===== src/design/game_pkg.sv =====
package game_pkg;

    //////////////////////////////////////////////////
    // Piece box geometry
    //////////////////////////////////////////////////

    // Edge of the square piece box
    localparam int PIECE_DIM = 4;

    // Cells in one box
    localparam int PIECE_CELLS = PIECE_DIM * PIECE_DIM;

    // Highest box row or column index, used by the rotations
    localparam int ROT_EDGE = PIECE_DIM - 1;

    // Width of the cleared-lines count (at most four rows per lock)
    localparam int CLEAR_CNT_W = 3;

    //////////////////////////////////////////////////
    // Command and piece types
    //////////////////////////////////////////////////

    typedef enum logic [2:0] {
        CMD_LOAD      = 3'd0,
        CMD_LEFT      = 3'd1,
        CMD_RIGHT     = 3'd2,
        CMD_DROP      = 3'd3,
        CMD_ROT_LEFT  = 3'd4,
        CMD_ROT_RIGHT = 3'd5,
        CMD_LOCK      = 3'd6
    } cmd_op_t;

    // Bit 4*row + col of the box, row 0 on top, col 0 on the left
    typedef logic [PIECE_CELLS-1:0] piece_t;

    // Board row or column of the box's top-left cell
    typedef logic signed [5:0] pos_t;

endpackage

===== src/design/stage_if.sv =====
`timescale 1ns/1ns

// One candidate command moving between two pipeline stages
interface stage_if;

    import game_pkg::*;

    logic    valid;
    cmd_op_t op;
    piece_t  shape;
    pos_t    row;
    pos_t    col;

    // Producing stage
    modport src (
        output valid, op, shape, row, col
    );

    // Consuming stage
    modport dst (
        input valid, op, shape, row, col
    );

endinterface


===== src/design/collision_check.sv =====
`timescale 1ns/1ns

module collision_check #(
    parameter int BOARD_ROWS = 20,
    parameter int BOARD_COLS = 10
) (
    input  logic                             CLK,
    input  logic                             rst,
    stage_if.dst                             cand,
    input  logic [BOARD_ROWS*BOARD_COLS-1:0] board_bits,
    stage_if.src                             checked,
    output logic                             fits
);

    import game_pkg::*;

    logic hit;

    //////////////////////////////////////////////////
    // Cell test against walls, floor and stack
    //////////////////////////////////////////////////

    always_comb begin
        int cell_r;
        int cell_c;
        hit = 1'b0;
        for (int r = 0; r < PIECE_DIM; r++) begin
            for (int c = 0; c < PIECE_DIM; c++) begin
                cell_r = int'(cand.row) + r;
                cell_c = int'(cand.col) + c;
                if (cand.shape[PIECE_DIM*r + c]) begin
                    if (cell_c < 0 || cell_c >= BOARD_COLS || cell_r >= BOARD_ROWS) begin
                        hit = 1'b1;
                    end else if (cell_r >= 0) begin
                        // Occupied board cell, row-major with col 0 at bit 0
                        if (board_bits[cell_r*BOARD_COLS + cell_c]) begin
                            hit = 1'b1;
                        end
                    end
                end
            end
        end
    end

    //////////////////////////////////////////////////
    // Stage two register
    //////////////////////////////////////////////////

    always_ff @(posedge CLK) begin
        if (rst) begin
            checked.valid <= 1'b0;
        end else begin
            checked.valid <= cand.valid;
        end
    end

    // Candidate goes on unchanged next to its verdict
    always_ff @(posedge CLK) begin
        if (cand.valid) begin
            checked.op    <= cand.op;
            checked.shape <= cand.shape;
            checked.row   <= cand.row;
            checked.col   <= cand.col;
            fits          <= ~hit;
        end
    end

endmodule


===== src/flat_wrapper.sv =====
// flat-port wrapper written by rule: the top's interface ports become plain ports
module collision_check_flat import game_pkg::*;
#(
    parameter int BOARD_ROWS = 20,
    parameter int BOARD_COLS = 10
)
  (CLK, rst, board_bits, fits, cand_valid, cand_op, cand_shape, cand_row, cand_col, checked_valid, checked_op, checked_shape, checked_row, checked_col);
  stage_if cand_i ();
  stage_if checked_i ();
  input  logic CLK;
  input  logic rst;
  input  logic [BOARD_ROWS*BOARD_COLS-1:0] board_bits;
  output logic fits;
  input wire logic [$bits(cand_i.valid)-1:0] cand_valid;
  input wire logic [$bits(cand_i.op)-1:0] cand_op;
  input wire logic [$bits(cand_i.shape)-1:0] cand_shape;
  input wire logic [$bits(cand_i.row)-1:0] cand_row;
  input wire logic [$bits(cand_i.col)-1:0] cand_col;
  output wire logic [$bits(checked_i.valid)-1:0] checked_valid;
  output wire logic [$bits(checked_i.op)-1:0] checked_op;
  output wire logic [$bits(checked_i.shape)-1:0] checked_shape;
  output wire logic [$bits(checked_i.row)-1:0] checked_row;
  output wire logic [$bits(checked_i.col)-1:0] checked_col;
  assign cand_i.valid = cand_valid;
  assign cand_i.op = cand_op;
  assign cand_i.shape = cand_shape;
  assign cand_i.row = cand_row;
  assign cand_i.col = cand_col;
  assign checked_valid = checked_i.valid;
  assign checked_op = checked_i.op;
  assign checked_shape = checked_i.shape;
  assign checked_row = checked_i.row;
  assign checked_col = checked_i.col;
  collision_check #(.BOARD_ROWS(BOARD_ROWS), .BOARD_COLS(BOARD_COLS)) u_core (.CLK(CLK), .rst(rst), .cand(cand_i), .board_bits(board_bits), .checked(checked_i), .fits(fits));
endmodule

===== config.mk =====
export PLATFORM = sky130hd
export DESIGN_NAME = collision_check_flat
export DESIGN_NICKNAME = d
export VERILOG_FILES = /design/src/design/game_pkg.sv /design/src/design/stage_if.sv /design/src/design/collision_check.sv /design/src/flat_wrapper.sv
export SDC_FILE = /design/constraint.sdc
export NUM_CORES = 1
export LEC_CHECK = 0
export BUFFER_PORTS_ARGS = -buffer_cell sky130_fd_sc_hd__buf_2
export CELL_PAD_IN_SITES_DETAIL_PLACEMENT = 1
export CELL_PAD_IN_SITES_GLOBAL_PLACEMENT = 1
export CORE_UTILIZATION = 30
export CTS_CLUSTER_SIZE = 28
export DETAILED_ROUTE_END_ITERATION = 8
export HOLD_SLACK_MARGIN = 0.06
export PLACE_DENSITY_LB_ADDON = 0.1
export SLEW_MARGIN = 0
export SYNTH_ARGS = -nofsm -noshare
export SYNTH_HDL_FRONTEND = slang
export SYNTH_SLANG_ARGS = --single-unit

===== constraint.sdc =====
create_clock -name CLK -period 7.2 [get_ports CLK]
set_input_delay 0.36 -clock CLK [delete_from_list [all_inputs] [get_ports CLK]]
set_output_delay 0.36 -clock CLK [all_outputs]
set_load 0.03 [all_outputs]

==> results of run 1 <==
worst max-delay path, delay by kind of cell:
| family | cells | cell delay [ps] |
|---|---|---|
| buf+inv | 3 | 1000 |
| simple gates | 4 | 910 |
| compound gates | 2 | 1060 |
| fa+ha+maj | 5 | 2170 |
| xor+xnor | 2 | 1050 |
worst min path at each step:
| stage | startpoint | end | slack (ps) | cells after the start |
|---|---|---|---|---|
| 3_5_place_dp | rst | u_core.checked.valid | 520 | 2 |
| 6_report | rst | u_core.checked.valid | 220 | 2 |
| 2_1_floorplan | rst | u_core.checked.valid | 430 | 1 |
| 4_1_cts | rst | u_core.checked.valid | 220 | 2 |
| 5_1_grt | rst | u_core.checked.valid | 220 | 2 |
| 3_3_place_gp | rst | u_core.checked.valid | 520 | 2 |
stage by stage:
step	cell area (um^2)	total power, mW	hold slack (ps)	util [%]
2_1_floorplan	24650	4.524	431.6	-
3_3_place_gp	27450	7.201	517.6	33.92
3_5_place_dp	27450	7.267	519.3	33.92
4_1_cts	27590	7.523	215.0	34.09
5_1_grt	27590	7.936	218.2	34.09
6_report	27600	7.719	223.1	34.10
cell usage after synthesis (27+ instances only):
library cell	count	area (um^2)
nand3_1	54	270.3
o21ai_0	54	270.3
nor2_1	62	232.7
inv_1	50	187.7
mux4_2	555	12500
buf_2	62	310.3
nor2b_1	27	168.9
xnor2_1	75	656.9
ha_1	131	1639
edfxtp_1	32	960.9
a21oi_1	80	400.4
clkbuf_1	95	356.6
mux2i_1	158	1582
nand2_1	133	499.2
xor2_1	38	332.8
report_power, final:
group	switching [mW]	internal (mW)
clock	0.0916	0.127
combinational	4.42	2.85
sequential	0.00347	0.227
total	4.52	3.20
metal layers:
layer	routed length, um	global-route usage, %	vias up
li1	-	-	9360
met1	57830	46.03	12863
met2	67300	55.29	1725
met3	14980	8.175	294
met4	9489	18.03	4
met5	27	0	-
placed cells by master (no fill, tap or decap), types with 50 or more instances in the layout:
| cell | netlist | layout |
|---|---|---|
| mux4_2 | 555 | 555 |
| buf_2 | 62 | 265 |
| mux2i_1 | 158 | 158 |
| nand2_1 | 133 | 133 |
| ha_1 | 131 | 128 |
| buf_4 | 17 | 92 |
| a21oi_1 | 80 | 80 |
| xnor2_1 | 75 | 63 |
| nor2_1 | 62 | 62 |
| nand3_1 | 54 | 54 |
| o21ai_0 | 54 | 54 |
| inv_1 | 50 | 50 |
kinds of logic after synthesis:
group	Yosys count	synth area share, %
mux	738	58.25
simple gates	449	9.343
compound gates	369	10.51
buf+inv	250	4.532
fa+ha+maj	151	8.272
xor+xnor	125	5.110
flops	33	3.979
final cells by class:
type	instances	area (um^2)	area share (%)
multi-input cells	1832	22810	82.64
repair buffers	363	2132	7.725
well taps	1060	1326	4.805
flip-flops and latches	33	980.9	3.554
inverters	54	202.7	0.7344
clock buffers	6	128.9	0.4669
clock inverters	2	10.01	0.03627
diodes	4	10.01	0.03627
state kept, by name, summed over array words and instances (netlist names):
| signal | cells |
|---|---|
| u_core.checked.col | 6 |
| u_core.checked.op | 3 |
| u_core.checked.row | 6 |
| u_core.checked.shape | 16 |
| u_core.checked.valid | 1 |
| u_core.fits | 1 |
==> results.ini, run 1 <==
[run_status]
outcome = finished clean

[logic_synthesis]
synthArstFlopShare_pct = 0
syn_avg_cell_area_um2 = 11.66
synthesis.nets = 2500
synth_flop_cell = edfxtp_1
synth-edff-count = 32
ys_warn_count = 0
yosysUniqueCellTypes = 81
seq_area_frac_synth_pct = 3.979
synthCells = 2115
netlist_area_um2 = 24650
ys_ff_latch = 33

[cells_and_area]
fin_cells = 3354
fill_cells = 8952
final_net_count = 2674
drive_gt1_share_pct = 43.58
area_growth_pct = 11.95

[route]
wl_um = 149600
ant_nets = 0
via_per_inst = 7.229
drt-initial-drc-count = 3032
drtPass1Iterations = 5
vias = 24246
drt-wirelength-per-cell_um = 44.61
drc = 0

[clock_network]
ctsHoldBuffers = 0
clockRootBuffer = clkbuf_16
clock_path_buffers = 2
post_cts_buffers = 0
cts_made_buffers = 5
path_clk_slew_ps = 70
htreeDepth = 2
cts_resized = 0
cts_tree = yes
cts_sinks = 33

[sta]
tns_ps = 0
max_clock_freq_ghz = 0.1560
relSlewSlack_pct = 4.562
worst_slack_ps = 789.1
rsz0062_at_grt = no
period_needed_ps = 6411
maxSlewViolCount = 0
hold_violations = 0
finalSetupViolations = 0
worstMarginPinSlew_ps = 1427
fin_crit_sh_pct = 89.04

[critical_path]
required_ps = 7350
crit_start = cand_row[0]
crit_type = in -> reg
worst_path_max_delay_cell = o41ai_1
crit_fanout = 13
crit_path_end_kind = flop
path_cells = buf_2, inv_1, ha_1, inv_1, ha_1, ha_1, fa_1, xor2_1, ha_1, a21oi_1, xor3_1, or3_1, o41ai_1, and4b_1, nand4_1, nor2_1
cp.arrival_ps = 6560
critPathLaunchType = input pin
crit_path_max_incr_delay_ps = 870
path_common_cell = ha_1
endpoint = u_core.fits

[global_route]
grt_pass1_vias = 24168
antenna_found_initial = 6
grt_usage_pct = 35.46
overflow = 0
grt_pass1_wl_um = 204300
grt_max_degree = 107

[floorplan]
die_area_um2 = 83330
ios = 267
dieHeight_um = 288.7
start_util_pct = 30.46
placementRows = 104
core_area_um2 = 80940
fp.dieW_um = 288.7

[placement]
dp_slack_ps = 635.7
io_buffers = 266
dp.cells = 3342
dp_hpwl_um = 118300
gp_congestion = 1.021

[power]
power.density_nw_per_um2 = 279.7
power_leakage_nw = 10.29
worst_ir_drop_vdd_mv = 0.1104

[min_path]
hold_path.class = in -> reg

[job]
drv_cap = 0

Note: power is estimated with default switching activity, not from simulation.
==> inputs of run 2 (changes only) <==
--- a/config.mk
+++ b/config.mk
@@ -8,6 +8,7 @@
 export BUFFER_PORTS_ARGS = -buffer_cell sky130_fd_sc_hd__buf_2
 export CELL_PAD_IN_SITES_DETAIL_PLACEMENT = 1
 export CELL_PAD_IN_SITES_GLOBAL_PLACEMENT = 1
+export CORE_ASPECT_RATIO = 1.4
 export CORE_UTILIZATION = 30
 export CTS_CLUSTER_SIZE = 28
 export DETAILED_ROUTE_END_ITERATION = 8
==> run 2 against run 1 <==
The run now ends with design-rule violations left. Critical path type unchanged. Setup slack improved by 46 ps. Critical endpoint unchanged. Final area about the same. Die area barely moved. Fmax is 0.72% higher. Worst hold slack worse by 5.2 ps. Cell count increased by 0.51%. Power rose by 1.2%. Global-route usage rose by 1.3 points. Flip-flop and latch count unchanged. Routed wire length is 3.5% higher. Sequential share of layout area hardly changed. Largest cell class unchanged.
==> results.ini, run 2 (synthesis gave the netlist of run 1 again) <==
[cells_and_area]
final_common_cell = mux4_2
drive_gt1_share_pct = 43.67  ; +0.090 points
largest_reg_flops = 16  ; unchanged
largest_register = u_core.checked.shape
area_growth_pct = 12.05  ; about the same
reg_top3 = u_core.checked.shape: 16 flops, u_core.checked.col: 6 flops, u_core.checked.row: 6 flops
final_net_count = 2683  ; +0.34%
final_cell_mix = 555 x mux4_2, 265 x buf_2, 158 x mux2i_1, 133 x nand2_1, 128 x ha_1
final_util_pct = 33.92  ; -0.19 points

[floorplan]
die_area_um2 = 83350  ; about the same
fp.dieW_um = 244.3  ; -15%
dieHeight_um = 341.2  ; +18%
ios = 267  ; unchanged
core_area_um2 = 81450  ; +0.64%
start_util_pct = 30.27  ; -0.19 points
placementRows = 124  ; +19%

[critical_path]
crit_path_max_incr_delay_ps = 730  ; -140 ps
crit_family = simple AND/OR/NAND/NOR gates
worst_path_max_delay_cell = nor3_1
crit_path_end_kind = flop
crit_type = in -> reg
required_ps = 7360  ; about the same
critPathLaunchType = input pin
cp.arrival_ps = 6530  ; -30 ps
cp_num_buf_inv = 3  ; unchanged
path_cells = buf_2, inv_1, ha_1, buf_4, ha_1, ha_1, fa_1, xor2_1, ha_1, nor3b_1, a221o_1, nor3_1, a311oi_1, nor2_1, nor3_1, o211ai_1, o2111ai_1, or4_1, nor2_1
path_common_cell = ha_1
crit_fanout = 13  ; unchanged
crit_start = cand_row[0]

[clock_network]
htreeDepth = 2  ; unchanged
path_clk_slew_ps = 70  ; about the same
cts_sinks = 33  ; unchanged
cts_resized = 0  ; unchanged
ctsHoldBuffers = 0  ; unchanged
post_cts_buffers = 0  ; unchanged
clock_path_buffers = 2  ; unchanged
cts_made_buffers = 5  ; unchanged
cts_tree = yes
clockRootBuffer = clkbuf_16

[route]
drt-wirelength-per-cell_um = 45.92  ; +2.9%
via_per_inst = 7.319  ; +1.2%
drc = 2  ; +2
wl_um = 154800  ; +3.5%
drtPass1Iterations = 7  ; +2
ant_nets = 0  ; unchanged
vias = 24672  ; +1.8%
drt-initial-drc-count = 3330  ; +9.8%

[power]
worst_ir_drop_vdd_mv = 0.1343  ; +22%
power_switching_mw = 4.572  ; +1.2%
switching_share_pct = 58.54  ; about the same
sequentialPowerShare_pct = 3.0  ; about the same
power.density_nw_per_um2 = 282.7  ; +1.1%
power_leakage_nw = 10.31  ; +0.23%
clockPowerShare_pct = 2.9  ; about the same
internal-power_mw = 3.238  ; +1.1%
finalPower_mw = 7.810  ; +1.2%
power_frac_comb_pct = 94.2  ; about the same

[sta]
worst_slack_ps = 834.7  ; +45.66 ps
maxSlewViolCount = 0  ; unchanged
fin_crit_sh_pct = 88.41  ; -0.63 points
tns_ps = 0  ; unchanged
worstMarginPinSlew_ps = 1392  ; -35.01 ps
max_clock_freq_ghz = 0.1571  ; +0.72%
relSlewSlack_pct = 4.820  ; +0.26 points
finalSetupViolations = 0  ; unchanged
period_needed_ps = 6365  ; -45.66 ps
hold_violations = 0  ; unchanged
holdWs_ps = 217.8  ; -5.247 ps
rsz0062_at_grt = no

[global_route]
grt_usage_pct = 36.74  ; +1.3 points
grt_pass1_vias = 24662  ; +2.0%
antenna_found_initial = 9  ; +3
grt_max_degree = 104  ; -2.8%
grt_pass1_wl_um = 211500  ; +3.5%
overflow = 0  ; unchanged

[run_status]
outcome = finished with violations
violations = design-rule violations

[placement]
io_buffers = 266  ; unchanged
dp_slack_ps = 670.0  ; +34.32 ps
dp_hpwl_um = 123800  ; +4.7%
gp_congestion = 1.039  ; +1.8%

[min_path]
hold_path.class = in -> reg
min_from = rst

[job]
drv_cap = 0  ; unchanged

==> run 2: final timing paths <==
path | end | cells after the start | slack (ps)
min | u_core.checked.valid | 2 | 220
max | u_core.fits | 19 | 830
==> run 2: layer usage <==
metal  part of all wire [%]  track usage, %
met5                  0.047               0
met4                     11           31.50
met3                    9.1           8.071
met2                     45           57.25
met1                     35           42.92
==> run 2: final cells by class <==
type	count	area (um^2)
Clock inverter	3	12.51
Timing Repair Buffer	372	2187
Inverter	54	202.7
Antenna cell	1	2.502
Fill cell	8951	53830
Clock buffer	5	125.1
Sequential cell	33	980.9
Tap cell	1071	1340
Multi-Input combinational cell	1832	22770
==> run 2: power by group through the flow <==
stage	combinational, mW	sequential, mW	clock (mW)
finish	7.36	0.231	0.223
global route	7.56	0.233	0.235
CTS	7.14	0.231	0.233
detailed placement	7.11	0.235	0
global placement	7.05	0.235	0
floorplan	4.26	0.266	0
==> run 2: stage by stage <==
stage	cells	area [um^2]
2_1_floorplan	2115	24650
3_3_place_gp	3362	27490
5_1_grt	3370	27620
3_5_place_dp	3362	27490
6_report	3371	27630
4_1_cts	3370	27620
