<file path="config.mk">
export PLATFORM = sky130hd
export DESIGN_NAME = piece_commit_flat
export DESIGN_NICKNAME = d
export VERILOG_FILES = /design/src/design/game_pkg.sv /design/src/design/stage_if.sv /design/src/design/piece_commit.sv /design/src/flat_wrapper.sv
export SDC_FILE = /design/constraint.sdc
export NUM_CORES = 1
export LEC_CHECK = 0
export ABC_AREA = 1
export BUFFER_PORTS_ARGS = -buffer_cell sky130_fd_sc_hd__buf_2
export CORE_ASPECT_RATIO = 1.2
export CORE_MARGIN = 2
export CORE_UTILIZATION = 45
export DETAILED_ROUTE_END_ITERATION = 6
export PLACE_DENSITY = 0.81
export SETUP_SLACK_MARGIN = 0.2
export SLEW_MARGIN = 20
export SYNTH_ARGS = -nofsm -noshare
export SYNTH_HDL_FRONTEND = slang
export SYNTH_SLANG_ARGS = --single-unit
</file>
<file path="constraint.sdc">
create_clock -name CLK -period 1.2 [get_ports CLK]
set_input_delay 0.06 -clock CLK [delete_from_list [all_inputs] [get_ports CLK]]
set_output_delay 0.06 -clock CLK [all_outputs]
set_load 0.02 [all_outputs]
</file>
<file path="src/design/game_pkg.sv">
package game_pkg;

    //////////////////////////////////////////////////
    // Piece box geometry
    //////////////////////////////////////////////////

    // Edge of the square piece box
    localparam int PIECE_DIM = 4;

    // Cells in one box
    localparam int PIECE_CELLS = PIECE_DIM * PIECE_DIM;

    // Highest box row or column index, used by the rotations
    localparam int ROT_EDGE = PIECE_DIM - 1;

    // Width of the cleared-lines count (at most four rows per lock)
    localparam int CLEAR_CNT_W = 3;

    //////////////////////////////////////////////////
    // Command and piece types
    //////////////////////////////////////////////////

    typedef enum logic [2:0] {
        CMD_LOAD      = 3'd0,
        CMD_LEFT      = 3'd1,
        CMD_RIGHT     = 3'd2,
        CMD_DROP      = 3'd3,
        CMD_ROT_LEFT  = 3'd4,
        CMD_ROT_RIGHT = 3'd5,
        CMD_LOCK      = 3'd6
    } cmd_op_t;

    // Bit 4*row + col of the box, row 0 on top, col 0 on the left
    typedef logic [PIECE_CELLS-1:0] piece_t;

    // Board row or column of the box's top-left cell
    typedef logic signed [5:0] pos_t;

endpackage
</file>
<file path="src/design/stage_if.sv">
`timescale 1ns/1ns

// One candidate command moving between two pipeline stages
interface stage_if;

    import game_pkg::*;

    logic    valid;
    cmd_op_t op;
    piece_t  shape;
    pos_t    row;
    pos_t    col;

    // Producing stage
    modport src (
        output valid, op, shape, row, col
    );

    // Consuming stage
    modport dst (
        input valid, op, shape, row, col
    );

endinterface

</file>
<file path="src/design/piece_commit.sv">
`timescale 1ns/1ns

module piece_commit (
    input  logic                             CLK,
    input  logic                             rst,
    stage_if.dst                             checked,
    input  logic                             fits,
    input  logic [game_pkg::CLEAR_CNT_W-1:0] cleared,
    output game_pkg::piece_t                 cur_shape,
    output game_pkg::pos_t                   cur_row,
    output game_pkg::pos_t                   cur_col,
    output logic                             piece_active,
    output logic                             lock_we,
    output logic                             result_valid,
    output logic                             result_ok,
    output logic [game_pkg::CLEAR_CNT_W-1:0] lines_cleared
);

    import game_pkg::*;

    logic accept;

    // Only a load may run without a live piece
    assign accept  = fits && (checked.op == CMD_LOAD || piece_active);

    // Board write happens at the same edge as the result
    assign lock_we = checked.valid && accept && checked.op == CMD_LOCK;

    always_ff @(posedge CLK) begin
        if (rst) begin
            result_valid  <= 1'b0;
            result_ok     <= 1'b0;
            lines_cleared <= '0;
            piece_active  <= 1'b0;
            cur_shape     <= '0;
            cur_row       <= '0;
            cur_col       <= '0;
        end else begin
            result_valid <= checked.valid;
            if (checked.valid) begin
                result_ok     <= accept;
                lines_cleared <= lock_we ? cleared : '0;
                if (accept) begin
                    if (checked.op == CMD_LOCK) begin
                        piece_active <= 1'b0;
                    end else begin
                        piece_active <= 1'b1;
                        cur_shape    <= checked.shape;
                        cur_row      <= checked.row;
                        cur_col      <= checked.col;
                    end
                end
            end
        end
    end

endmodule

</file>
<file path="src/flat_wrapper.sv">
// flat-port wrapper written by rule: the top's interface ports become plain ports
module piece_commit_flat import game_pkg::*;
  (CLK, rst, fits, cleared, cur_shape, cur_row, cur_col, piece_active, lock_we, result_valid, result_ok, lines_cleared, checked_valid, checked_op, checked_shape, checked_row, checked_col);
  stage_if checked_i ();
  input  logic CLK;
  input  logic rst;
  input  logic fits;
  input  logic [game_pkg::CLEAR_CNT_W-1:0] cleared;
  output game_pkg::piece_t cur_shape;
  output game_pkg::pos_t cur_row;
  output game_pkg::pos_t cur_col;
  output logic piece_active;
  output logic lock_we;
  output logic result_valid;
  output logic result_ok;
  output logic [game_pkg::CLEAR_CNT_W-1:0] lines_cleared;
  input wire logic [$bits(checked_i.valid)-1:0] checked_valid;
  input wire logic [$bits(checked_i.op)-1:0] checked_op;
  input wire logic [$bits(checked_i.shape)-1:0] checked_shape;
  input wire logic [$bits(checked_i.row)-1:0] checked_row;
  input wire logic [$bits(checked_i.col)-1:0] checked_col;
  assign checked_i.valid = checked_valid;
  assign checked_i.op = checked_op;
  assign checked_i.shape = checked_shape;
  assign checked_i.row = checked_row;
  assign checked_i.col = checked_col;
  piece_commit u_core (.CLK(CLK), .rst(rst), .checked(checked_i), .fits(fits), .cleared(cleared), .cur_shape(cur_shape), .cur_row(cur_row), .cur_col(cur_col), .piece_active(piece_active), .lock_we(lock_we), .result_valid(result_valid), .result_ok(result_ok), .lines_cleared(lines_cleared));
endmodule
</file>
==> results by group, run 1 <==
Run status
  – Outcome: finished clean

Timing
  – Fmax: 867 MHz
  – Final period utilization: 96.1%
  – Final setup viols: 0
  – Final hold viol count: 0
  – Worst setup margin: 0.0465 ns
  – Hold slack: 0.0229 ns
  – RSZ-0062 raised after global routing: true
  – Slew @ Worst Pin: 0.463 ns
  – Minimum clock period after layout: roughly 1.2 ns
  – Max Transition Viols Final: 0
  – Clk_skew: 0.0102 ns
  – Slew Limit Headroom: 69.1%
  – Setup_tns: 0 ns

Power and ir drop
  – Sw Ratio: 27.1%
  – Combinational power share: 15.6%
  – VDD IR max: 0.000689 V
  – Pwr Density: 1010 nW/um^2
  – Lkg Pwr: 0.00139 uW
  – Clock Power Share: a little over a third
  – Reg power frac: 48.0%
  – Internal cell power: 1770 uW
  – Switch Pwr: 660 uW

Layout
  – Sequential Area: 684 sq um
  – Layout cell share with drive strength beyond 1: 34.3%
  – Multi-input gate area: 692 sq um
  – Area delta synth->final: 41.8%
  – Most frequent cells in the layout: inv_1 (80), buf_2 (71), nand2_1 (53)
  – Final core occ: 66.2%
  – Commonest non-fill, non-tap cell in the layout: inv_1
  – Post-route cell area: 2400 sq um
  – Ant diodes: 0
  – # fillers: 335
  – Nets: 390

Setup path
  – Crit Path Class: register to register
  – CP Data Arrival Time: ~1.4 ns
  – Crit path launch type: register
  – Critical-path top delay cell: dfxtp_4
  – CP max FO: 14
  – Crit-path cells: inv_2 -> nand2_4 -> buf_12 -> nand3_4 -> clkbuf_16 -> nand2_1 -> inv_1 -> nor2_1
  – Critical path capture point type: register
  – Worst stage delay on the critical path: roughly 0.36 ns
  – Crit path required time: 1.42 ns

Placed design
  – Placed inst area: 2120 sq um
  – DP Wirelength: 2730 um
  – Pre-CTS setup slack: 0.176 ns
  – PortBufs: 72
  – Routability congestion estimate: 0.759

Yosys
  – Gate count after technology mapping: 274
  – Cell Area, Synth: 1700 sq um
  – Distinct cells, synth: 15
  – Post-synthesis area per instance: 6.19 sq um
  – Post-synth top area share: 40.1%
  – Yosys warns: 0
  – Synth area leaders: dfxtp_1 (40%), inv_1 (19%), nand2_1 (14%), nand4_1 (11%), nor2_1 (7.1%)
  – Synth area leader: dfxtp_1
  – Syn_nets: about 310
  – Seq/Total Area, Yosys: 40.1%
  – Flop and latch count out of synthesis: 34

Clock tree
  – Htree depth: 2
  – Clock latency on the worst-skew pair: 0.29 ns
  – Max Buffers Root-to-Sink: 2
  – CTS Root Cell: clkbuf_8
  – CTS tree: yes
  – # clock sinks: 34
  – Clk slew on worst S/H paths: 0.08 ns
  – TritonCTS Buffers: 5

Routing
  – Post-DRT Antenna Nets: 0
  – Wirelength per Cell: 10.5 um
  – 1st-pass router iterations: 4
  – DR vias: about 1800
  – Vias per cell: approximately 4.4
  – DR DRC count: 0
  – Routed WL: 4250 um
  – DR iter-0 viols: 74

Global routing
  – Residual overflow from global routing: 0
  – Initial antenna violation count: 0
  – Vias in the first global route: 1602
  – Pin count of the biggest net entering global routing: 29
  – Overall Global Routing Usage: 20.5%
  – Global-route wire length before repair: approximately 6600 um

Die
  – Site Rows: 24
  – Die area: 4280 sq um
  – Core area: about 3600 sq um
  – Die Wd: roughly 60 um
  – Initial Util: between 40% and 50%
  – I/O Pins: 73
  – Chip Height: 71.2 um

Hold path
  – Worst hold path class: input pin to register

Job
  – Max-cap violations: 0
==> registers in the layout, summed over array words and instances, names as in the netlist <==
register / cells
u_core.lines_cleared: 3
u_core.result_ok: 1
u_core.cur_row: 6
u_core.cur_col: 6
u_core.result_valid: 1
u_core.piece_active: 1
u_core.cur_shape: 16
==> worst paths after layout <==
| path | end | from | slack (ns) | cells after the start |
|---|---|---|---|---|
| worst max register to register | u_core.cur_row[4]$_SDFFE_PP0P_ | u_core.piece_active$_SDFFE_PP0N_ | 0.05 | 8 |
| worst min register to register | u_core.lines_cleared[0]$_SDFFE_PP0P_ | u_core.lines_cleared[0]$_SDFFE_PP0P_ | 0.47 | 2 |
| worst max-delay path | u_core.cur_row[4]$_SDFFE_PP0P_ | u_core.piece_active$_SDFFE_PP0N_ | 0.05 | 8 |
| worst min-delay path | u_core.result_ok$_SDFFE_PP0P_ | rst | 0.02 | 2 |
==> cell families after synthesis <==
family          share of synthesized area, %
compound gates                          1.48
buf+inv                                 24.1
flops                                   40.1
simple gates                            34.3
==> synthesized netlist by cell type <==
library cell	n
nand2_1	65
buf_6	1
nor2_1	32
inv_1	88
nand2_2	1
a21oi_1	5
inv_2	1
nand3b_1	1
buf_4	1
dfxtp_1	34
nand3_2	1
buf_1	3
nand4_1	31
clkbuf_1	5
buf_2	5
==> through the flow <==
step	std cells	power (uW)
after floorplan	274	1400
after global placement	390	1520
after detailed placement	390	1520
after CTS	401	2420
after global routing	405	2540
final	405	2430
==> cell type report <==
cell class                 instances  share of cell area, %
inverter                          89                   13.9
clock inverter                     1                  0.208
timing repair buffer              86                   22.4
tap                               52                   2.71
clock buffer                       7                   3.59
multi-input combinational        136                   28.8
sequential                        34                   28.5
==> power groups by stage <==
| stage | Combinational, uW | Sequential (uW) | Clock [uW] |
|---|---|---|---|
| after floorplan | 169 | 1230 | 0 |
| after global placement | 325 | 1190 | 0 |
| after detailed placement | 330 | 1190 | 0 |
| after CTS | 346 | 1170 | 905 |
| after global routing | 424 | 1170 | 943 |
| final | 379 | 1170 | 886 |
==> what timing repair did <==
item	4_1_cts	5_1_grt
gates cloned	0	2
endpoints found under the setup margin	24	29
endpoints found under the hold margin	1	0
buffers inserted	2	2
resized for setup	4	29
pin swaps	1	11
hold buffers	1	0
==> worst max-delay path: cells and delay by family, from the launching register on <==
| kind | cells | cell delay (ns) |
|---|---|---|
| buf+inv | 4 | 0.39 |
| flops | 1 | 0.36 |
| simple gates | 4 | 0.32 |
==> per-layer routing <==
metal  vias up  track usage [%]  share of wire [%]
met3         7             5.05                7.2
li1        950                -                  -
met2        63             34.5                 50
met1       782             23.0                 41
met5         -                0                  0
met4         0             11.1                1.8
No activity file was read; power rests on OpenSTA's default activity.
==> inputs of run 2 (changes only) <==
- CORE_UTILIZATION: 45 -> 47
- PLACE_DENSITY: 0.81 -> 0.84
==> results by group, run 2 (same netlist as run 1, synthesis figures left out) <==
Layout
  – Regs by FF count: u_core.cur_shape: 16 flops, u_core.cur_col: 6 flops, u_core.cur_row: 6 flops
  – Flip-flop count of the largest register after layout: 16 (unchanged)
  – Ant diodes: 0 (unchanged)
  – Non-filler cells, final: 393 (-3.0%)
  – Post-route cell area: 2470 sq um (+2.8%)
  – Commonest non-fill, non-tap cell in the layout: inv_1
  – Area delta synth->final: 45.8%
  – Biggest register: u_core.cur_shape
  – Nets: 393 (+0.77%)
  – # fillers: 292 (-13%)
  – Layout cell share with drive strength beyond 1: 39.3% (+5.0 points)
  – Most frequent cells in the layout: inv_1 (74), buf_2 (71), nand2_1 (46)

Setup path
  – Cell mode on critical path: nand2_4
  – Critical-path top delay cell: dfxtp_4
  – Worst Path Buf+Inv: 3 (-1)
  – Critical path capture point type: primary output
  – Crit path required time: 1.14 ns (-0.28 ns)
  – CP max FO: 2 (-12)
  – Crit Path Class: register to primary output
  – Worst stage delay on the critical path: 0.36 ns (about the same)
  – Crit path launch type: register
  – Crit-path cells: inv_4 -> nand2_4 -> buf_12 -> nand2_4 -> nor2_4 -> buf_6
  – CP top delay family: flip-flops
  – CP Data Arrival Time: 1.10 ns (-0.27 ns)

Power and ir drop
  – Combinational power share: 16.7% (+1.1 points)
  – Lkg Pwr: 0.00141 uW (+1.6%)
  – VDD IR max: 0.000839 V (+22%)
  – Clock Power Share: 35.7% (-0.7 points)
  – Switch Pwr: 665 uW (+0.88%)
  – Internal cell power: 1790 uW (+0.88%)
  – Sw Ratio: 27.1% (about the same)
  – Pwr Density: 993 nW/um^2 (-1.8%)
  – Reg power frac: 47.6% (-0.4 points)

Global routing
  – Initial antenna violation count: 0 (unchanged)
  – Vias in the first global route: 1656 (+3.4%)
  – Overall Global Routing Usage: 21.8% (+1.3 points)
  – Global-route wire length before repair: 6890 um (+3.9%)
  – Pin count of the biggest net entering global routing: 29 (unchanged)
  – Residual overflow from global routing: 0 (unchanged)

Timing
  – Clk_skew: 0.00574 ns (-0.00450 ns)
  – Slew Limit Headroom: 71.2% (+2.1 points)
  – Final hold viol count: 0 (unchanged)
  – Minimum clock period after layout: 1.16 ns (+0.0106 ns)
  – Slew @ Worst Pin: 0.431 ns (-0.0315 ns)
  – Final setup viols: 0 (unchanged)
  – Fmax: 859 MHz (-0.91%)
  – Max Transition Viols Final: 0 (unchanged)
  – RSZ-0062 raised after global routing: true
  – Hold slack: 0.0375 ns (+0.0146 ns)
  – Final period utilization: 97.0% (+0.88 points)

Clock tree
  – TritonCTS Buffers: 5 (unchanged)
  – CTS tree: yes
  – CTS Root Cell: clkbuf_8
  – Clk slew on worst S/H paths: 0.06 ns (-0.02 ns)
  – # clock sinks: 34 (unchanged)
  – Htree depth: 2 (unchanged)
  – Hold-fix buffers at CTS: 0 (-1)
  – Max Buffers Root-to-Sink: 2 (unchanged)
  – Clock latency on the worst-skew pair: 0.29 ns (about the same)

Die
  – Chip Height: 69.8 um (-2.0%)
  – Core area: 3400 sq um (-6.5%)
  – Initial Util: 49.9% (+3.3 points)
  – Site Rows: 23 (-4.2%)
  – Die Wd: 58.8 um (-2.0%)
  – Die area: 4110 sq um (-4.0%)
  – I/O Pins: 73 (unchanged)

Routing
  – Wirelength per Cell: 11.4 um (+8.6%)
  – DR vias: 1836 (+1.9%)
  – DR DRC count: 2 (+2)
  – DR iter-0 viols: 78 (+5.4%)
  – Vias per cell: 4.67 (+5.0%)
  – 1st-pass router iterations: 6 (+2)
  – Post-DRT Antenna Nets: 0 (unchanged)
  – Routed WL: 4480 um (+5.4%)

Placed design
  – Routability congestion estimate: 0.774 (+2.0%)
  – Placed inst area: 2120 sq um (about the same)
  – PortBufs: 72 (unchanged)
  – DP Wirelength: 2810 um (+2.8%)
  – Cells after DPL: 376 (-3.6%)

Hold path
  – Worst hold path class: input pin to register

Run status
  – Failing checks: DRC
  – Outcome: finished with violations

Job
  – Max-cap violations: 0 (unchanged)
## run 2: cell types whose count changed in the layout (fill, tap and decap cells not counted), sizes merged
cell	change
buf	+5
clkbuf	-1
dlygate4sd3	-1
## run 2: metrics by stage
step,worst slack [ns],util (%),total power [uW],setup TNS [ns]
2_1_floorplan,0.185,-,1400,0
3_3_place_gp,0.181,62.6,1520,0
3_5_place_dp,0.124,62.6,1530,0
4_1_cts,0.0330,68.1,2420,0
5_1_grt,-0.0230,72.8,2570,-0.0464
6_report,0.0360,72.8,2450,0
## run 2: metal layers
metal | wire (um) | up-vias | track usage [%]
met2 | 2330 | 83 | 39.3
li1 | - | 957 | -
met4 | 107 | 0 | 7.83
met5 | 0 | - | 0
met3 | 341 | 12 | 6.16
met1 | 1700 | 784 | 23.2
## run 2: area by class of cell
cell class / count / area [sq um] / area share [%]
multi-input cells: 136 / 744 / 30.1
flip-flops and latches: 34 / 684 / 27.7
repair buffers: 89 / 568 / 23.0
inverters: 89 / 337 / 13.6
clock buffers: 7 / 86.3 / 3.49
well taps: 37 / 46.3 / 1.87
clock inverters: 1 / 5.00 / 0.203
## run 2: final timing paths
path / startpoint / endpoint / slack (ns) / cells past startpoint
worst max-delay path: u_core.piece_active$_SDFFE_PP0N_ / lock_we / 0.04 / 6
worst min-delay path: rst / u_core.lines_cleared[1]$_SDFFE_PP0P_ / 0.04 / 2
worst max register to register: u_core.piece_active$_SDFFE_PP0N_ / u_core.cur_col[5]$_SDFFE_PP0P_ / 0.04 / 8
worst min register to register: u_core.lines_cleared[1]$_SDFFE_PP0P_ / u_core.lines_cleared[1]$_SDFFE_PP0P_ / 0.46 / 2
## run 2: power by group through the flow
stage	Clock [uW]	Sequential [uW]	Combinational, uW
2_1_floorplan	0	1230	169
3_3_place_gp	0	1190	331
3_5_place_dp	0	1190	335
4_1_cts	887	1170	366
5_1_grt	949	1170	453
6_report	876	1170	409
## run 2: repair_timing
action                                  CTS  global route
endpoints found under the setup margin   13            30
pin swaps                                 1            31
resized for setup                         8            51
cloned                                    2             1
setup buffers                             4             2
