===== config.mk =====
export PLATFORM = sky130hd
export DESIGN_NAME = piece_candidate_flat
export DESIGN_NICKNAME = d
export VERILOG_FILES = /design/src/design/game_pkg.sv /design/src/design/stage_if.sv /design/src/design/piece_candidate.sv /design/src/flat_wrapper.sv
export SDC_FILE = /design/constraint.sdc
export NUM_CORES = 1
export LEC_CHECK = 0
export BUFFER_PORTS_ARGS = -buffer_cell sky130_fd_sc_hd__buf_4
export CORE_MARGIN = 4
export CORE_UTILIZATION = 35
export DETAILED_ROUTE_END_ITERATION = 7
export PLACE_DENSITY = 0.67
export SETUP_SLACK_MARGIN = 0.05
export SLEW_MARGIN = 0
export SYNTH_ARGS = -nofsm -noshare
export SYNTH_HDL_FRONTEND = slang
export SYNTH_SLANG_ARGS = --single-unit

===== constraint.sdc =====
create_clock -name CLK -period 2.81 [get_ports CLK]
set_input_delay 0.562 -clock CLK [delete_from_list [all_inputs] [get_ports CLK]]
set_output_delay 0.562 -clock CLK [all_outputs]
set_load 0.005 [all_outputs]

===== src/design/game_pkg.sv =====
package game_pkg;

    //////////////////////////////////////////////////
    // Piece box geometry
    //////////////////////////////////////////////////

    // Edge of the square piece box
    localparam int PIECE_DIM = 4;

    // Cells in one box
    localparam int PIECE_CELLS = PIECE_DIM * PIECE_DIM;

    // Highest box row or column index, used by the rotations
    localparam int ROT_EDGE = PIECE_DIM - 1;

    // Width of the cleared-lines count (at most four rows per lock)
    localparam int CLEAR_CNT_W = 3;

    //////////////////////////////////////////////////
    // Command and piece types
    //////////////////////////////////////////////////

    typedef enum logic [2:0] {
        CMD_LOAD      = 3'd0,
        CMD_LEFT      = 3'd1,
        CMD_RIGHT     = 3'd2,
        CMD_DROP      = 3'd3,
        CMD_ROT_LEFT  = 3'd4,
        CMD_ROT_RIGHT = 3'd5,
        CMD_LOCK      = 3'd6
    } cmd_op_t;

    // Bit 4*row + col of the box, row 0 on top, col 0 on the left
    typedef logic [PIECE_CELLS-1:0] piece_t;

    // Board row or column of the box's top-left cell
    typedef logic signed [5:0] pos_t;

endpackage

===== src/design/stage_if.sv =====
`timescale 1ns/1ns

// One candidate command moving between two pipeline stages
interface stage_if;

    import game_pkg::*;

    logic    valid;
    cmd_op_t op;
    piece_t  shape;
    pos_t    row;
    pos_t    col;

    // Producing stage
    modport src (
        output valid, op, shape, row, col
    );

    // Consuming stage
    modport dst (
        input valid, op, shape, row, col
    );

endinterface


===== src/design/piece_candidate.sv =====
`timescale 1ns/1ns

module piece_candidate #(
    parameter int BOARD_ROWS = 20,
    parameter int BOARD_COLS = 10
) (
    input  logic              CLK,
    input  logic              rst,
    input  logic              cmd_valid,
    input  game_pkg::cmd_op_t cmd_op,
    input  game_pkg::piece_t  cmd_shape,
    input  game_pkg::piece_t  cur_shape,
    input  game_pkg::pos_t    cur_row,
    input  game_pkg::pos_t    cur_col,
    stage_if.src              cand
);

    import game_pkg::*;

    // New pieces enter centred on the top row
    localparam pos_t SPAWN_COL = pos_t'(BOARD_COLS / 2 - 2);

    // Largest coordinate a pos_t can hold
    localparam int POS_MAX = 2 ** ($bits(pos_t) - 1) - 1;

    // Box cells past the far edge must still be addressable
    if (BOARD_ROWS + PIECE_DIM > POS_MAX || BOARD_COLS + PIECE_DIM > POS_MAX) begin : g_size_chk
        $error("board size exceeds the pos_t range");
    end

    // Quarter turn of the box, clockwise when cw is set
    function automatic piece_t rotate(input piece_t p, input logic cw);
        piece_t q;
        for (int r = 0; r < PIECE_DIM; r++) begin
            for (int c = 0; c < PIECE_DIM; c++) begin
                if (cw) begin
                    q[PIECE_DIM*r + c] = p[PIECE_DIM*(ROT_EDGE - c) + r];
                end else begin
                    q[PIECE_DIM*r + c] = p[PIECE_DIM*c + (ROT_EDGE - r)];
                end
            end
        end
        return q;
    endfunction

    //////////////////////////////////////////////////
    // Stage one register
    //////////////////////////////////////////////////

    always_ff @(posedge CLK) begin
        if (rst) begin
            cand.valid <= 1'b0;
        end else begin
            cand.valid <= cmd_valid;
        end
    end

    // Moves start from the committed piece
    always_ff @(posedge CLK) begin
        if (cmd_valid) begin
            cand.op    <= cmd_op;
            cand.shape <= cur_shape;
            cand.row   <= cur_row;
            cand.col   <= cur_col;
            case (cmd_op)
                CMD_LOAD: begin
                    cand.shape <= cmd_shape;
                    cand.row   <= '0;
                    cand.col   <= SPAWN_COL;
                end
                CMD_LEFT:      cand.col   <= cur_col - pos_t'(1);
                CMD_RIGHT:     cand.col   <= cur_col + pos_t'(1);
                CMD_DROP:      cand.row   <= cur_row + pos_t'(1);
                CMD_ROT_LEFT:  cand.shape <= rotate(cur_shape, 1'b0);
                CMD_ROT_RIGHT: cand.shape <= rotate(cur_shape, 1'b1);
                // Lock checks the piece where it stands
                default: ;
            endcase
        end
    end

endmodule


===== src/flat_wrapper.sv =====
// flat-port wrapper written by rule: the top's interface ports become plain ports
module piece_candidate_flat import game_pkg::*;
#(
    parameter int BOARD_ROWS = 20,
    parameter int BOARD_COLS = 10
)
  (CLK, rst, cmd_valid, cmd_op, cmd_shape, cur_shape, cur_row, cur_col, cand_valid, cand_op, cand_shape, cand_row, cand_col);
  stage_if cand_i ();
  input  logic CLK;
  input  logic rst;
  input  logic cmd_valid;
  input  game_pkg::cmd_op_t cmd_op;
  input  game_pkg::piece_t cmd_shape;
  input  game_pkg::piece_t cur_shape;
  input  game_pkg::pos_t cur_row;
  input  game_pkg::pos_t cur_col;
  output wire logic [$bits(cand_i.valid)-1:0] cand_valid;
  output wire logic [$bits(cand_i.op)-1:0] cand_op;
  output wire logic [$bits(cand_i.shape)-1:0] cand_shape;
  output wire logic [$bits(cand_i.row)-1:0] cand_row;
  output wire logic [$bits(cand_i.col)-1:0] cand_col;
  assign cand_valid = cand_i.valid;
  assign cand_op = cand_i.op;
  assign cand_shape = cand_i.shape;
  assign cand_row = cand_i.row;
  assign cand_col = cand_i.col;
  piece_candidate #(.BOARD_ROWS(BOARD_ROWS), .BOARD_COLS(BOARD_COLS)) u_core (.CLK(CLK), .rst(rst), .cmd_valid(cmd_valid), .cmd_op(cmd_op), .cmd_shape(cmd_shape), .cur_shape(cur_shape), .cur_row(cur_row), .cur_col(cur_col), .cand(cand_i));
endmodule

==> results by stage, run 1 <==
Run status:
- The run finished with clean final reports.

Die:
- The die covers 6840 sq um.
- In this run the standard cell core region covers 5270 sq um.
- Measured along the x axis, the die boundary spans 82.7 um.
- The die is 82.7 um tall.
- During I/O placement, the number of pins put on the boundary was 82.
- For this configuration, the core starts out at a cell density of 37.1%.
- The number of rows in the core area is 26.

Global route:
- The initial antenna violation count is 0.
- The first-pass GRT wire length is 7550 um.
- The maximum number of pins on one net before global-route repair is 38.
- The aggregate global-route resource usage is 14.5%.
- The total congestion overflow is 0.
- The via count of the first global-routing pass is 1580.

Synth:
- Summing the areas of all compound-gate instances in the mapped netlist gives 18.5% of the synthesized area.
- The number of register bits inferred by synthesis is 32.
- The synthesized netlist devotes 4.23% of its cell area to adder and majority cells.
- The sequential fraction of the synthesis area is 48.7%.
- The number of synthesis warnings is 0.
- The post-synthesis instance area is 1950 sq um.
- Multiplexer cells account for 11.3% of the synthesized area.
- The number of unique standard cell types used by synthesis is 38.
- The average cell area after synthesis is 10.4 sq um.
- The synthesized netlist net count is 244.
- The post-synthesis simple-gate area fraction is 13.6%.
- The synthesized instance count is 188.
- The synthesized netlist devotes 0.448% of its cell area to XOR and XNOR gates.
- The dominant combinational cell family by area after synthesis is compound AO/OA/AOI/OAI gates.

Route:
- The met1 layer wirelength in the final routing is 2150 um.
- The detailed-routing iteration count for the pre-antenna-repair pass is 4.
- The number of remaining DRC errors is 0.
- The detailed-route wire length is 5070 um.
- In the routed layout, each cell is associated on average with a via count of 5.23.
- The total via count after detailed routing is 1778.
- Once detail routing completed, the nets flagged for antenna violations numbered 0.
- The topmost layer with routed signal wires is met4.
- The met2 wire length is 2450 um.
- The first-iteration detailed-routing DRC count is 122.
- The routed length on met3 is 389 um.
- Dividing the detail-routed wire length by the instance count gives 14.9 um.

Worst setup path:
- The critical path goes through buf_4 > nor2_1 > nand2_1 > ha_1 > and3_1 > a2111o_1 > or4_1 > o2111ai_1.
- The total buffers and inverters traversed by the critical path is 1.
- At the worst endpoint, the arrival time is 2.52 ns.
- STA puts the critical path data required time at 2.93 ns.
- The delay contributed by the slowest stage of the critical path is 0.45 ns.
- The setup path with the least slack is of type in -> reg.
- The category of cells accounting for the largest share of critical-path delay is simple AND/OR/NAND/NOR gates.
- The nature of the critical path endpoint is a flop.
- The launching element type of the critical path is an input port.
- The slowest cell on the critical path is sky130_fd_sc_hd__a2111o_1.
- In this run the worst path has a maximum fanout of 6.

Finish:
- Of the cells placed in the final design, the portion with a size suffix greater than 1 is 41.1%.
- In the layout the commonest cells are sky130_fd_sc_hd__buf_4 (86), sky130_fd_sc_hd__edfxtp_1 (31), sky130_fd_sc_hd__a21oi_1 (22), sky130_fd_sc_hd__nor2_1 (19).
- The multi-input combinational cells in the finished layout cover a total of 940 sq um.
- Across the whole layout, storage elements account for 951 sq um.
- Leaving out fill and tap cells, the most frequent cell in the layout is sky130_fd_sc_hd__buf_4.
- The area added between synthesis and finish is 41.4%.
- The final antenna diode count is 0.
- The number of fillers in the final layout is 479.
- The net count reported at finish is 325.

Clock network:
- The H-tree was split into 2 levels.
- In this run, post-CTS hold repair placed 0 buffers.
- The number of instances resized during post-cts repair is 0.
- The number of clock buffers added by TritonCTS is 5.
- The clock-pin slew of the registers on the worst-case setup and hold paths is 0.07 ns.
- The clock net sink count is 32.
- The root buffer cell is sky130_fd_sc_hd__clkbuf_8.
- The number of setup buffers added after CTS is 0.
- Counting along the longest clock path gives a buffer depth of 2.
- The CTS tree is done.

Worst hold path:
- The worst hold-check path type is in -> reg.

Timing:
- Static timing analysis puts the maximum clock frequency at 418 MHz.
- The final-layout setup total negative slack is 0 ns.
- The final critical-path setup slack is 0.415 ns.
- Setup repair after global routing left no endpoint under its margin.
- The number of pins with negative max-slew slack in the final report is 0.
- Setup violations remaining at the end of the flow were counted as 0.
- The share of the clock period used by the worst path after layout is 85.2%.
- The minimum period implied by the final worst setup slack is 2.40 ns.
- The final-report hold violation count came to 0.
- At the pin with the least slew margin, the transition time is 0.557 ns.
- The worst pin sits at a relative slew slack of 62.8%.

Pwr:
- In this run the power density over the cells is 500 nW/um^2.
- The worst-case IR drop observed on VDD is 234 uV.
- For this design the static power due to leakage is 1.15 nW.

Placed design:
- The count of port buffers added during placement is 81.
- The placer congestion estimate is 0.806.
- The sum of net half-perimeters after detailed placement is 3690 um.
- The worst setup timing slack at the placement stage is 0.104 ns.

Job:
- The number of violations of the max-capacitance limit is 0.
-- routing by layer --
metal  vias up  track usage, %
met3         5            2.82
met1       826            19.8
met4         0            5.39
met5         -               0
met2        60            22.7
li1        887               -
-- path summary, 6_finish.rpt --
path | startpoint | slack [ns] | endpoint | cells after the start
setup / recovery | cmd_op[0] | 0.41 | u_core.cand.col[5] | 8
hold / removal | rst | 0.43 | u_core.cand.valid | 2
-- synthesized netlist by cell type, drive strengths merged --
cell type / n / area, sq um
nand3: 3 / 15.0
a22o: 1 / 8.76
or3b: 1 / 8.76
a21oi: 22 / 110
inv: 3 / 11.3
a2111o: 1 / 11.3
nor2b: 1 / 6.26
nand4: 2 / 12.5
and3: 2 / 12.5
nand2: 8 / 30.0
o31ai: 1 / 7.51
and3b: 1 / 8.76
nand2b: 2 / 12.5
clkbuf: 4 / 15.0
a211oi: 2 / 15.0
o211ai: 2 / 15.0
mux2: 16 / 180
mux2i: 4 / 40.0
nor2: 19 / 71.3
or4: 2 / 15.0
nand3b: 1 / 7.51
o21ai: 9 / 45.0
ha: 5 / 62.6
fa: 1 / 20.0
edfxtp: 31 / 931
xnor2: 1 / 8.76
nor3b: 1 / 7.51
dfxtp: 1 / 20.0
o2111ai: 1 / 8.76
nor3: 8 / 40.0
buf: 8 / 36.3
o21a: 1 / 7.51
and2: 3 / 18.8
a21o: 3 / 23.8
a221oi: 1 / 8.76
o22ai: 16 / 100
-- registers in the layout (all words and copies together), names as in the netlist --
register / cells
u_core.cand.col: 6
u_core.cand.valid: 1
u_core.cand.shape: 16
u_core.cand.op: 3
u_core.cand.row: 6
-- power by group --
part | switching (mW) | leakage (nW) | internal (mW) | total (mW)
combinational | 0.139 | 0.774 | 0.168 | 0.307
clock | 0.170 | 0.0645 | 0.313 | 0.482
sequential | 0.0119 | 0.312 | 0.579 | 0.591
-- metrics by stage --
step	std cells	util [%]	hold slack [ns]	total power [mW]	area, sq um
2_1_floorplan	188	-	0.634	0.740	1950
3_3_place_gp	332	50.0	0.719	0.906	2640
3_5_place_dp	332	50.0	0.719	0.911	2640
4_1_cts	340	52.4	0.415	1.39	2760
5_1_grt	340	52.4	0.429	1.45	2760
6_report	340	52.4	0.426	1.38	2760
-- layout make-up --
cell class	instances	share of cell area (%)
multi-input combinational	141	34.0
clock buffer	7	3.49
inverter	3	0.408
clock inverter	1	1.09
timing repair buffer	86	23.4
sequential	32	34.4
tap	70	3.17
-- cell families (layout without fill, tap and decap cells) --
logic type / after synthesis / after routing
AO/OA/AOI/OAI: 60 / 60
XOR/XNOR: 1 / 1
adder cells (fa/ha/maj): 6 / 6
buffers and inverters: 15 / 97
flip-flops: 32 / 32
multiplexers: 20 / 20
AND/OR/NAND/NOR: 54 / 54
No activity file was read; power rests on OpenSTA's default activity.
==> inputs of run 2 (changes only) <==
CELL_PAD_IN_SITES_DETAIL_PLACEMENT = 0   (was unset)
CELL_PAD_IN_SITES_GLOBAL_PLACEMENT = 1   (was unset)
PLACE_DENSITY = 0.84   (was 0.67)
==> run 2 against run 1 <==
Effect of this change:
- via count is 2.1% lower
- global-route usage increased by 0.77 points
- count of clock-buffer cells in the layout grew 1
- first-iteration DRC count down 34%
- largest power group unchanged
==> results by stage, run 2 (synthesis gave the netlist of run 1 again) <==
Run status:
- The run finished with clean final reports.

Clock network:
- Counting the buffers created by CTS gives 5.
- The number of H-tree levels is 2.
- The clock-pin slew of the registers on the worst-case setup and hold paths is 0.07 ns.
- The number of instances resized during post-cts repair is 0.
- Counting along the longest clock path gives a buffer depth of 2.
- In this run the clock root is driven by a sky130_fd_sc_hd__clkbuf_8.
- CTS saw 32 sinks.
- The count of hold buffers inserted by post-cts repair is 0.
- TritonCTS built the clock tree.
- The number of setup buffers added after CTS is 0.

Route:
- The number of nets with antenna violations after routing is 0.
- The routed length per instance is 15.4 um.
- The total via count after detailed routing is 1740.
- In the routed layout, each cell is associated on average with a via count of 5.12.
- The detailed-route wire length is 5230 um.
- The first-iteration detailed-routing DRC count is 80.
- The first detailed-routing pass took 4 iterations.
- The number of remaining DRC errors is 0.

Global route:
- The first global-routing pass estimated 7900 um of wire.
- For this run the aggregate overflow at the end of global routing stands at 0.
- The via count of the first global-routing pass is 1635.
- The maximum number of pins on one net before global-route repair is 38.
- The aggregate global-route resource usage is 15.3%.
- The initial antenna violation count is 0.

Worst setup path:
- Tracing the worst setup path back leads to its startpoint at cmd_op[0].
- The required time of the critical path is 2.93 ns.
- The peak fanout along the critical path is 6.
- The start-to-end type of the worst setup path is in -> reg.
- STA classifies the critical path endpoint as a flop.
- The launching element type of the critical path is an input port.
- The arrival time at the worst endpoint is 2.52 ns.

Pwr:
- The leakage component of the power is 1.14 nW.
- The internal power of the cells totals 971 uW.
- The switching fraction of total power is 24.7%.
- The worst supply voltage drop on vdd is 176 uV.
- The part of the power in combinational logic is 24.0%.
- The part of the total power dissipated in sequential elements is 45.9%.
- For this design the total switching power over the nets is 318 uW.
- The clock share of power is 30.1%.
- In this run the power density over the cells is 471 nW/um^2.

Timing:
- In this run the tightest slew margin relative to its limit is 62.3%.
- The number of pins with negative max-slew slack in the final report is 0.
- The worst path uses 85.5% of the clock period.
- Setup violations remaining at the end of the flow were counted as 0.
- Setup repair after global routing left no endpoint under its margin.
- The final-layout setup total negative slack is 0 ns.
- After layout, the minimum clock period comes to 2.40 ns.
- The transition time of the tightest slew-check pin is 0.565 ns.
- The final-report hold violation count came to 0.
- Derived from the worst setup path, the maximum achievable clock frequency is 416 MHz.

Finish:
- The largest register by flop count is u_core.cand.shape.
- Cells with a size suffix above 1 make up 40.7% of the layout.
- The leading cell type in the layout, fill and taps excluded is sky130_fd_sc_hd__buf_4.
- The flip-flop count of the largest register after layout is 16.
- The library cells used most frequently in the layout, excluding fill and tap cells, are sky130_fd_sc_hd__buf_4 (86), sky130_fd_sc_hd__edfxtp_1 (31), sky130_fd_sc_hd__a21oi_1 (22), sky130_fd_sc_hd__nor2_1 (19).
- The net count of the finished layout is 325.
- In the final layout, the registers with the most flip-flops are u_core.cand.shape (16), u_core.cand.col (6), u_core.cand.row (6).
- The number of antenna diodes in the final layout is 0.
- The area added between synthesis and finish is 40.0%.
- The final instance count without filler cells is 340.

Worst hold path:
- The path class of the tightest hold or removal check is in -> reg.
- The end of the worst hold path is u_core.cand.valid.
- The instance count along the most critical hold path is 2.
- The hold path startpoint is rst.

Placed design:
- The placer congestion estimate is 0.804.
- The sum of net half-perimeters after detailed placement is 3770 um.
- During placement, the flow inserted port buffers numbering 81.
- Counting tap cells, the placed design contains a total of 332 instances.

Die:
- Row generation in the floorplan step produced 26 rows.
- The die boundary width is 82.7 um.
- The core region is 5270 sq um.
- The count of pins on the block boundary is 82.
- The die height is 82.7 um.
- The overall die area is 6840 sq um.
- For this configuration, the core starts out at a cell density of 37.1%.

Job:
- Max-cap violations in this run came to 0.
==> run 2: cell type report <==
type / instances / area [sq um]
Sequential cell: 32 / 951
Tap cell: 70 / 87.6
Multi-Input combinational cell: 141 / 940
Fill cell: 514 / 2530
Inverter: 3 / 11.3
Timing Repair Buffer: 86 / 646
Clock buffer: 8 / 100
==> run 2: worst max-delay path by stage <==
stage / endpoint / cells past startpoint
2_1_floorplan: u_core.cand.col[5] / 8
6_report: u_core.cand.col[5] / 8
4_1_cts: u_core.cand.col[5] / 8
5_1_grt: u_core.cand.col[5] / 8
3_5_place_dp: u_core.cand.col[5] / 8
3_3_place_gp: u_core.cand.col[5] / 8
==> run 2: through the flow <==
step / setup WS (ns) / instance area, sq um / util [%] / total power [mW] / hold WS (ns)
finish: 0.406 / 2740 / 51.9 / 1.29 / 0.431
global route: 0.297 / 2740 / 51.9 / 1.36 / 0.419
CTS: 0.416 / 2740 / 51.9 / 1.30 / 0.420
detailed placement: 0.111 / 2640 / 50.0 / 0.912 / 0.719
global placement: 0.180 / 2640 / 50.0 / 0.907 / 0.718
floorplan: 0.170 / 1950 / - / 0.740 / 0.634
==> run 2: layer usage <==
| metal | up-vias | routed length (um) | GRT usage, % |
|---|---|---|---|
| li1 | 884 | - | - |
| met1 | 804 | 2310 | 20.6 |
| met2 | 46 | 2540 | 23.5 |
| met3 | 6 | 270 | 3.04 |
| met4 | 0 | 102 | 7.03 |
| met5 | - | 0 | 0 |
==> run 2: critical path, cell delays in order <==
cell and delay, ns:
sky130_fd_sc_hd__buf_4 0.11, sky130_fd_sc_hd__nor2_1 0.13, sky130_fd_sc_hd__nand2_1 0.19, sky130_fd_sc_hd__ha_1 0.38, sky130_fd_sc_hd__and3_1 0.20, sky130_fd_sc_hd__a2111o_1 0.45
sky130_fd_sc_hd__or4_1 0.41, sky130_fd_sc_hd__o2111ai_1 0.09
==> run 2: power groups by stage <==
| stage | clock [mW] | combinational [mW] | sequential, mW |
|---|---|---|---|
| final | 0.388 | 0.309 | 0.591 |
| after global routing | 0.427 | 0.339 | 0.596 |
| after CTS | 0.399 | 0.311 | 0.592 |
| after detailed placement | 0 | 0.311 | 0.602 |
| after global placement | 0 | 0.306 | 0.601 |
| after floorplan | 0 | 0.133 | 0.607 |
